File: config.mk
export PLATFORM = sky130hd
export DESIGN_NAME = control_unit
export DESIGN_NICKNAME = d
export VERILOG_FILES = /design/src/common/datapath_pkg.sv /design/src/common/isa_pkg.sv /design/src/hdl/control_unit.sv /design/src/control/ctrl_word_gen.sv /design/src/control/main_fsm.sv /design/src/control/instr_decoder.sv
export SDC_FILE = /design/constraint.sdc
export NUM_CORES = 1
export LEC_CHECK = 0
export BUFFER_PORTS_ARGS = -buffer_cell sky130_fd_sc_hd__buf_2
export CAP_MARGIN = 20
export CORE_ASPECT_RATIO = 0.75
export CORE_MARGIN = 3
export CORE_UTILIZATION = 47
export DETAILED_ROUTE_END_ITERATION = 10
export GPL_ROUTABILITY_DRIVEN = 1
export PLACE_DENSITY_LB_ADDON = 0.25
export SLEW_MARGIN = 10
export SYNTH_ARGS = -nofsm -noshare
export SYNTH_HDL_FRONTEND = slang
export SYNTH_SLANG_ARGS = --single-unit
File: constraint.sdc
create_clock -name CLK -period 3.6 [get_ports CLK]
set_input_delay 0.18 -clock CLK [delete_from_list [all_inputs] [get_ports CLK]]
set_output_delay 0.18 -clock CLK [all_outputs]
set_load 0.02 [all_outputs]
File: src/common/datapath_pkg.sv
package datapath_pkg;

    typedef struct packed {
        logic zero;
        logic less;
        logic overflow;
    } alu_flags_t;

    typedef enum logic [2:0] {
        alu_none = 3'b000,
        alu_add  = 3'b001,
        alu_sub  = 3'b010,
        alu_and  = 3'b011,
        alu_ge   = 3'b101,
        alu_slt  = 3'b110
    } alu_op_t;

    typedef enum logic [1:0] {
        a_pc   = 2'b00,
        a_reg  = 2'b01,
        a_zero = 2'b11
    } src_a_sel_t;

    typedef enum logic [1:0] {
        b_reg         = 2'b00,
        b_four        = 2'b01,
        b_imm         = 2'b10,
        b_imm_shifted = 2'b11
    } src_b_sel_t;

    typedef enum logic [1:0] {
        pc_alu_out     = 2'b00,
        pc_alu_result  = 2'b01,
        pc_trap_vector = 2'b10
    } pc_src_sel_t;

    typedef enum logic [1:0] {
        addr_alu_out         = 2'b00,
        addr_illegal_vector  = 2'b01,
        addr_overflow_vector = 2'b10
    } mem_addr_sel_t;

    typedef enum logic [3:0] {
        wb_alu_out = 4'd0,
        wb_lui_imm = 4'd1,
        wb_one     = 4'd2,
        wb_zero    = 4'd3,
        wb_ld      = 4'd5,
        wb_lb      = 4'd6,
        wb_lh      = 4'd7,
        wb_lw      = 4'd8,
        wb_lbu     = 4'd9,
        wb_lhu     = 4'd10,
        wb_lwu     = 4'd11
    } wb_sel_t;

    typedef enum logic [1:0] {size_double, size_word, size_half, size_byte} store_size_t;

    typedef struct packed {
        alu_op_t       alu_op;
        src_a_sel_t    src_a;
        src_b_sel_t    src_b;
        pc_src_sel_t   pc_src;
        mem_addr_sel_t mem_addr_sel;
        wb_sel_t       wb_sel;
        store_size_t   store_size;
        logic          clear;
        logic          load_ir;
        logic          write_pc;
        logic          write_ab;
        logic          write_alu_out;
        logic          write_mdr;
        logic          write_mem;
        logic          write_reg;
        logic          write_epc;
    } ctrl_word_t;

endpackage

File: src/common/isa_pkg.sv
package isa_pkg;

    typedef logic [31:0] instr_t;
    typedef logic [2:0]  funct3_t;

    typedef enum logic [6:0] {
        op_alu_reg = 7'b0110011,
        op_alu_imm = 7'b0010011,
        op_load    = 7'b0000011,
        op_store   = 7'b0100011,
        op_branch  = 7'b1100011,
        op_lui     = 7'b0110111,
        op_system  = 7'b1110011
    } opcode_t;

    typedef enum logic [3:0] {
        cls_alu_reg, cls_alu_imm, cls_load, cls_store, cls_branch,
        cls_upper, cls_nop, cls_brk, cls_illegal
    } instr_class_t;

    typedef enum logic [1:0] {fn_add, fn_sub, fn_and, fn_slt} alu_fn_t;
    typedef enum logic [2:0] {ld, lb, lh, lw, lbu, lhu, lwu} load_kind_t;
    typedef enum logic [1:0] {sd, sw, sh, sb} store_kind_t;
    typedef enum logic [1:0] {beq, bne, blt, bge} branch_kind_t;

    typedef struct packed {
        instr_class_t cls;
        alu_fn_t      fn;
        load_kind_t   load_kind;
        store_kind_t  store_kind;
        branch_kind_t branch_kind;
    } decode_t;

    // Multicycle sequence, state register lives in main_fsm
    typedef enum logic [4:0] {
        st_reset, st_wait, st_fetch, st_decode, st_execute,
        st_wb_alu, st_wb_one, st_wb_zero, st_wb_lui,
        st_load_wait, st_load_read, st_wb_load,
        st_store_read, st_store_wait, st_mem_write,
        st_trap, st_halt
    } fsm_state_t;

    // add, sub and addi are the only ones that trap on overflow
    function automatic logic ovf_checked(decode_t d);
        return (d.cls == cls_alu_reg && (d.fn == fn_add || d.fn == fn_sub)) ||
               (d.cls == cls_alu_imm && d.fn == fn_add);
    endfunction

endpackage
File: src/hdl/control_unit.sv
`timescale 1ns/1ps

module control_unit (
    input  logic                     CLK,
    input  logic                     RST,
    input  isa_pkg::instr_t          instr,
    input  datapath_pkg::alu_flags_t flags,
    output datapath_pkg::ctrl_word_t ctrl
);

    isa_pkg::decode_t    dec;
    isa_pkg::fsm_state_t state;

    instr_decoder decoder_i (
        .instr (instr),
        .dec   (dec)
    );

    main_fsm fsm_i (
        .CLK      (CLK),
        .RST      (RST),
        .dec      (dec),
        .overflow (flags.overflow),
        .less     (flags.less),      // slt result select
        .state    (state)
    );

    ctrl_word_gen ctrl_gen_i (
        .state (state),
        .dec   (dec),
        .flags (flags),
        .ctrl  (ctrl)
    );

endmodule

File: src/control/ctrl_word_gen.sv
`timescale 1ns/1ps

module ctrl_word_gen (
    input  isa_pkg::fsm_state_t      state,
    input  isa_pkg::decode_t         dec,
    input  datapath_pkg::alu_flags_t flags,
    output datapath_pkg::ctrl_word_t ctrl
);

    logic taken;
    logic ovf_trap;

    assign ovf_trap = isa_pkg::ovf_checked(dec) && flags.overflow;

    always_comb begin
        case (dec.branch_kind)
            isa_pkg::bne: taken = !flags.zero;
            isa_pkg::blt: taken = flags.less;
            isa_pkg::bge: taken = !flags.less;
            default:      taken = flags.zero;
        endcase
    end

    always_comb begin
        ctrl              = '0;
        ctrl.alu_op       = datapath_pkg::alu_none;
        ctrl.src_a        = datapath_pkg::a_pc;
        ctrl.src_b        = datapath_pkg::b_reg;
        ctrl.pc_src       = datapath_pkg::pc_alu_result;
        ctrl.mem_addr_sel = datapath_pkg::addr_alu_out;
        ctrl.wb_sel       = datapath_pkg::wb_alu_out;
        ctrl.store_size   = datapath_pkg::size_double;

        case (state)
            isa_pkg::st_reset: ctrl.clear = 1'b1;
            isa_pkg::st_fetch: begin
                ctrl.load_ir  = 1'b1;
                ctrl.write_pc = 1'b1;
                ctrl.alu_op   = datapath_pkg::alu_add;
                ctrl.src_b    = datapath_pkg::b_four;       // PC + 4
            end
            isa_pkg::st_decode: begin
                ctrl.write_ab      = 1'b1;
                ctrl.write_alu_out = 1'b1;
                ctrl.alu_op        = datapath_pkg::alu_add;
                ctrl.src_b         = datapath_pkg::b_imm_shifted;   // Branch target
            end
            isa_pkg::st_execute: begin
                ctrl.src_a = datapath_pkg::a_reg;
                case (dec.cls)
                    isa_pkg::cls_alu_reg, isa_pkg::cls_alu_imm: begin
                        ctrl.write_alu_out = 1'b1;
                        if (dec.cls == isa_pkg::cls_alu_imm) begin
                            ctrl.src_b = datapath_pkg::b_imm;
                        end
                        case (dec.fn)
                            isa_pkg::fn_sub: ctrl.alu_op = datapath_pkg::alu_sub;
                            isa_pkg::fn_and: ctrl.alu_op = datapath_pkg::alu_and;
                            isa_pkg::fn_slt: ctrl.alu_op = datapath_pkg::alu_slt;
                            default:         ctrl.alu_op = datapath_pkg::alu_add;
                        endcase
                    end
                    isa_pkg::cls_load, isa_pkg::cls_store: begin
                        ctrl.write_alu_out = 1'b1;
                        ctrl.alu_op        = datapath_pkg::alu_add;
                        ctrl.src_b         = datapath_pkg::b_imm;
                    end
                    isa_pkg::cls_branch: begin
                        ctrl.alu_op   = (dec.branch_kind == isa_pkg::bge) ?
                                        datapath_pkg::alu_ge : datapath_pkg::alu_sub;
                        ctrl.write_pc = taken;
                        ctrl.pc_src   = datapath_pkg::pc_alu_out;
                    end
                    default: ;
                endcase
                if (dec.cls == isa_pkg::cls_illegal || ovf_trap) begin
                    ctrl.write_alu_out = 1'b0;
                    ctrl.write_epc     = 1'b1;
                    ctrl.write_mdr     = 1'b1;     // Vector fetched into MDR
                    ctrl.alu_op        = datapath_pkg::alu_sub;
                    ctrl.src_a         = datapath_pkg::a_pc;
                    ctrl.src_b         = datapath_pkg::b_four;   // EPC gets PC - 4
                    ctrl.mem_addr_sel  = ovf_trap ? datapath_pkg::addr_overflow_vector :
                                                    datapath_pkg::addr_illegal_vector;
                end
            end
            isa_pkg::st_wb_alu:  ctrl.write_reg = 1'b1;
            isa_pkg::st_wb_one: begin
                ctrl.write_reg = 1'b1;
                ctrl.wb_sel    = datapath_pkg::wb_one;
            end
            isa_pkg::st_wb_zero: begin
                ctrl.write_reg = 1'b1;
                ctrl.wb_sel    = datapath_pkg::wb_zero;
            end
            isa_pkg::st_wb_lui: begin
                ctrl.write_reg = 1'b1;
                ctrl.wb_sel    = datapath_pkg::wb_lui_imm;
            end
            isa_pkg::st_load_read, isa_pkg::st_store_read: ctrl.write_mdr = 1'b1;
            isa_pkg::st_wb_load: begin
                ctrl.write_reg = 1'b1;
                case (dec.load_kind)
                    isa_pkg::lb:  ctrl.wb_sel = datapath_pkg::wb_lb;
                    isa_pkg::lh:  ctrl.wb_sel = datapath_pkg::wb_lh;
                    isa_pkg::lw:  ctrl.wb_sel = datapath_pkg::wb_lw;
                    isa_pkg::lbu: ctrl.wb_sel = datapath_pkg::wb_lbu;
                    isa_pkg::lhu: ctrl.wb_sel = datapath_pkg::wb_lhu;
                    isa_pkg::lwu: ctrl.wb_sel = datapath_pkg::wb_lwu;
                    default:      ctrl.wb_sel = datapath_pkg::wb_ld;
                endcase
            end
            isa_pkg::st_mem_write: begin
                ctrl.write_mem = 1'b1;
                case (dec.store_kind)
                    isa_pkg::sw: ctrl.store_size = datapath_pkg::size_word;
                    isa_pkg::sh: ctrl.store_size = datapath_pkg::size_half;
                    isa_pkg::sb: ctrl.store_size = datapath_pkg::size_byte;
                    default:     ctrl.store_size = datapath_pkg::size_double;
                endcase
            end
            isa_pkg::st_trap: begin
                ctrl.write_pc = 1'b1;
                ctrl.pc_src   = datapath_pkg::pc_trap_vector;
            end
            default: ;   // wait, load_wait, store_wait, halt
        endcase
    end

    // Settled values only, the word is rebuilt every delta
    always_comb begin
        a_mem_reg_excl: assert final (!(ctrl.write_mem && ctrl.write_reg));
        a_ir_with_pc:   assert final (!ctrl.load_ir || ctrl.write_pc);
    end

endmodule

File: src/control/main_fsm.sv
`timescale 1ns/1ps

module main_fsm (
    input  logic                CLK,
    input  logic                RST,
    input  isa_pkg::decode_t    dec,
    input  logic                overflow,
    input  logic                less,
    output isa_pkg::fsm_state_t state
);

    isa_pkg::fsm_state_t next_state;
    logic                ovf_trap;

    assign ovf_trap = isa_pkg::ovf_checked(dec) && overflow;

    always_ff @(posedge CLK, posedge RST) begin
        if (RST) begin
            state <= isa_pkg::st_reset;
        end else begin
            state <= next_state;
        end
    end

    always_comb begin
        next_state = state;
        case (state)
            isa_pkg::st_reset:  next_state = isa_pkg::st_wait;
            isa_pkg::st_wait:   next_state = isa_pkg::st_fetch;
            isa_pkg::st_fetch:  next_state = isa_pkg::st_decode;
            isa_pkg::st_decode: next_state = isa_pkg::st_execute;

            isa_pkg::st_execute: begin
                case (dec.cls)
                    isa_pkg::cls_alu_reg, isa_pkg::cls_alu_imm: begin
                        if (ovf_trap) begin
                            next_state = isa_pkg::st_trap;
                        end else if (dec.fn == isa_pkg::fn_slt) begin
                            // Result is a constant, picked by the compare
                            next_state = less ? isa_pkg::st_wb_one : isa_pkg::st_wb_zero;
                        end else begin
                            next_state = isa_pkg::st_wb_alu;
                        end
                    end
                    isa_pkg::cls_load:    next_state = isa_pkg::st_load_wait;
                    isa_pkg::cls_store:   next_state = isa_pkg::st_store_read;
                    isa_pkg::cls_upper:   next_state = isa_pkg::st_wb_lui;
                    isa_pkg::cls_brk:     next_state = isa_pkg::st_halt;
                    isa_pkg::cls_illegal: next_state = isa_pkg::st_trap;
                    default:              next_state = isa_pkg::st_wait;   // Branch, nop
                endcase
            end

            isa_pkg::st_wb_alu,
            isa_pkg::st_wb_one,
            isa_pkg::st_wb_zero,
            isa_pkg::st_wb_lui:     next_state = isa_pkg::st_wait;

            isa_pkg::st_load_wait:  next_state = isa_pkg::st_load_read;
            isa_pkg::st_load_read:  next_state = isa_pkg::st_wb_load;
            isa_pkg::st_wb_load:    next_state = isa_pkg::st_wait;

            isa_pkg::st_store_read: next_state = isa_pkg::st_store_wait;
            isa_pkg::st_store_wait: next_state = isa_pkg::st_mem_write;
            isa_pkg::st_mem_write:  next_state = isa_pkg::st_wait;

            isa_pkg::st_trap:       next_state = isa_pkg::st_wait;
            isa_pkg::st_halt:       next_state = isa_pkg::st_halt;   // Until reset
            default:                next_state = isa_pkg::st_reset;
        endcase
    end

    a_halt_sticky: assert property (
        @(posedge CLK) disable iff (RST)
        state == isa_pkg::st_halt |=> state == isa_pkg::st_halt
    );

endmodule

File: src/control/instr_decoder.sv
`timescale 1ns/1ps

module instr_decoder (
    input  isa_pkg::instr_t  instr,
    output isa_pkg::decode_t dec
);

    isa_pkg::funct3_t funct3;
    logic             funct7_alt;

    assign funct3     = instr[14:12];
    assign funct7_alt = instr[30];       // Selects sub over add

    always_comb begin
        case (isa_pkg::opcode_t'(instr[6:0]))
            isa_pkg::op_alu_reg: dec.cls = isa_pkg::cls_alu_reg;
            isa_pkg::op_alu_imm: begin
                if (instr[31:7] == 25'd0) begin
                    dec.cls = isa_pkg::cls_nop;   // addi x0, x0, 0
                end else begin
                    dec.cls = isa_pkg::cls_alu_imm;
                end
            end
            isa_pkg::op_load:    dec.cls = isa_pkg::cls_load;
            isa_pkg::op_store:   dec.cls = isa_pkg::cls_store;
            isa_pkg::op_branch:  dec.cls = isa_pkg::cls_branch;
            isa_pkg::op_lui:     dec.cls = isa_pkg::cls_upper;
            isa_pkg::op_system:  dec.cls = isa_pkg::cls_brk;
            default:             dec.cls = isa_pkg::cls_illegal;
        endcase

        case (funct3)
            3'b010:  dec.fn = isa_pkg::fn_slt;
            3'b111:  dec.fn = isa_pkg::fn_and;
            default: dec.fn = isa_pkg::fn_add;
        endcase
        if (instr[6:0] == isa_pkg::op_alu_reg && funct7_alt) begin
            dec.fn = isa_pkg::fn_sub;      // Only the reg form has sub
        end

        case (funct3)
            3'b000:  dec.load_kind = isa_pkg::lb;
            3'b001:  dec.load_kind = isa_pkg::lh;
            3'b010:  dec.load_kind = isa_pkg::lw;
            3'b100:  dec.load_kind = isa_pkg::lbu;
            3'b101:  dec.load_kind = isa_pkg::lhu;
            3'b110:  dec.load_kind = isa_pkg::lwu;
            default: dec.load_kind = isa_pkg::ld;
        endcase

        case (funct3)
            3'b000:  dec.store_kind = isa_pkg::sb;
            3'b001:  dec.store_kind = isa_pkg::sh;
            3'b010:  dec.store_kind = isa_pkg::sw;
            default: dec.store_kind = isa_pkg::sd;
        endcase

        case (funct3)
            3'b001:  dec.branch_kind = isa_pkg::bne;
            3'b100:  dec.branch_kind = isa_pkg::blt;
            3'b101:  dec.branch_kind = isa_pkg::bge;
            default: dec.branch_kind = isa_pkg::beq;
        endcase
    end

endmodule

==> reports/results.tsv <==
metric	value	unit
critPathBufInv	1	
r2r_cells	5	
clk_pin_slew_worst_paths	40	ps
setup_ws	1190	ps
port_buffers	61	
status	finished, final reports clean	
yosysSeqAreaShare	11.8	%
setup_viol_count_final	0	
cts-root-buf	clkbuf_4	
core_area	2070	sq um
synth.top_cell.area_share	11.8	%
synth.avg_cell_area	6.26	sq um
drt_pass1_iterations	4	
p_leak	0.661	nW
ys_warn_count	0	
syn_area	1060	sq um
max_stage_delay	520	ps
drc_errors	0	
postSynthCellCount	170	
cts_sinks	5	
start_util	51.5	%
largest_reg_flops	5	
fin_crit_sh	66.9	%
synth_seq_cells	5	
antenna_cells	0	
clock_latency	240	ps
total_power	0.000676	W
fmax	0.415	GHz
grt_pass1_vias	1294	
crit_path_cell_trace	or2_2 -> or3_1 -> nor2_1 -> a31o_2 -> buf_2	
cp_top_family	simple AND/OR/NAND/NOR gates	
postCtsSetupBuffers	0	
area_delta_synth_final	29.8	%
numCtsBuffers	3	
crit_slowest_cell	dfrtp_1	
h-tree-depth	1	
overflow	0	
chipWidth	60.9	um
worstSetupEndpointType	output port	
ant_nets	0	
grt_max_degree	16	
clk_path_buf_depth	2	
dp_hpwl	2800	um
cts_tree	yes	
fin_setup_tns	0	ps
fin_skew	4.68	ps
synth_top_area_cell	dfrtp_1	
gp_congestion	0.937	
ys_async_sr_fraction	100	%
synth_ff_type	dfrtp_1	
post_drt_wl_per_cell	13.7	um
regMostFlops	fsm_i.state	
hold_viol	0	
cp.required	3420	ps
path_max_fanout	15	
reg2reg_from	fsm_i.state[1]	
period_minus_slack	2410	ps
drt_iter0_drc	103	
cp.depth	5	
synth_area_leaders	dfrtp_1 (12%), nor2_1 (9.2%), a21oi_1 (7.1%)	
synth-edff-count	0	
dp_slack	1440	ps
cp-start-kind	flip-flop	
num_vias	1442	
vdd_drop_max	0.000406	V
cp-startpoint	fsm_i.state[1]	
dieHeight	47.2	um
syn-num-nets	209	
via_per_inst	5.81	
drt-total-wl	3390	um
synthTopCellsByCount	nor2_1 (26), nand2_1 (19), a21oi_1 (15)	
min_path_type	in -> async	
utilization	66.8	%
dieArea	2880	sq um
drive_above_1_share	32.6	%
grt_util_all_layers	24.2	%
synth_cell_types	48	
rsz0062_at_grt	no	
grt_pass1_wl	5300	um
top_regs	fsm_i.state (5)	
cp.arrival	2230	ps
yosysMostFrequentCell	nor2_1	
drv_cap	0	
antenna_found_initial	0	
core.rowCount	14	
num_io_pins	63	
drv_slew	0	
final_net_count	264	
power_per_cell_area	490	nW/um^2
criticalPathCategory	reg -> out	
## cell usage in the layout (no fill, tap or decap), drive strengths merged, types with 2 or more instances in the layout
cell / n
a211o: 2
a21boi: 2
a21oi: 16
a311oi: 2
a31oi: 2
and2: 2
buf: 61
clkbuf: 4
dfrtp: 5
ha: 2
inv: 3
nand2: 19
nand2b: 6
nand3: 4
nor2: 27
nor2b: 11
nor3: 9
nor4: 6
o21a: 2
o21ai: 5
o22ai: 3
o31ai: 2
or2: 3
or3: 6
## final timing paths
kind	endpoint	slack, ps
worst max-delay path	ctrl[20]	1190
worst min register to register	fsm_i.state[0]	730
worst min-delay path	fsm_i.state[2]	370
worst max register to register	fsm_i.state[4]	1460
max in group asynchronous	fsm_i.state[0]	3060
min in group CLK	fsm_i.state[0]	410
## where the power goes
part / internal (W) / leakage (nW) / switching, W
sequential: 0.0000777 / 0.0641 / 0.0000624
combinational: 0.000184 / 0.582 / 0.000289
clock: 0.0000418 / 0.0150 / 0.0000216
total: 0.000303 / 0.661 / 0.000373
## cell families after synthesis
group | share of synthesized area [%]
muxes | 0.941
DFF | 11.8
AOI/OAI and AO/OA | 29.3
xor gates and xnor gates | 1.65
buffers and inverters | 6.23
other | 0.353
adders and majority gates | 2.35
and+or+nand+nor | 47.4
## per-stage QoR
| step | area [sq um] | hold WS, ps | cells |
|---|---|---|---|
| floorplan | 1060 | -41.5 | 170 |
| global placement | 1340 | 72.2 | 243 |
| detailed placement | 1340 | 83.9 | 243 |
| CTS | 1380 | 365 | 248 |
| global route | 1380 | 393 | 248 |
| finish | 1380 | 369 | 248 |
## per-layer routing
metal / share of wire, % / wire [um] / GRT usage (%) / vias to the layer above
li1: - / - / - / 721
met1: 45 / 1530 / 31.2 / 638
met2: 46 / 1550 / 41.6 / 75
met3: 8.3 / 281 / 2.75 / 8
met4: 0.86 / 29 / 9.96 / 0
met5: 0 / 0 / 0 / -
## layout make-up
class / instances / area (sq um)
Multi-Input combinational cell: 150 / 872
Fill cell: 199 / 687
Timing Repair Buffer: 62 / 315
Sequential cell: 5 / 125
Tap cell: 24 / 30.0
Clock buffer: 4 / 26.3
Inverter: 3 / 11.3
## repair_timing
action,CTS,global route
hold endpoints to repair,5,0
gates resized for setup,0,0
hold buffers,1,0
## tightest hold or removal path, cell delays in order
cell and delay [ps]:
dlygate4sd3_1 520, buf_2 110, inv_1 150
Power figures use the tool's default switching activity.
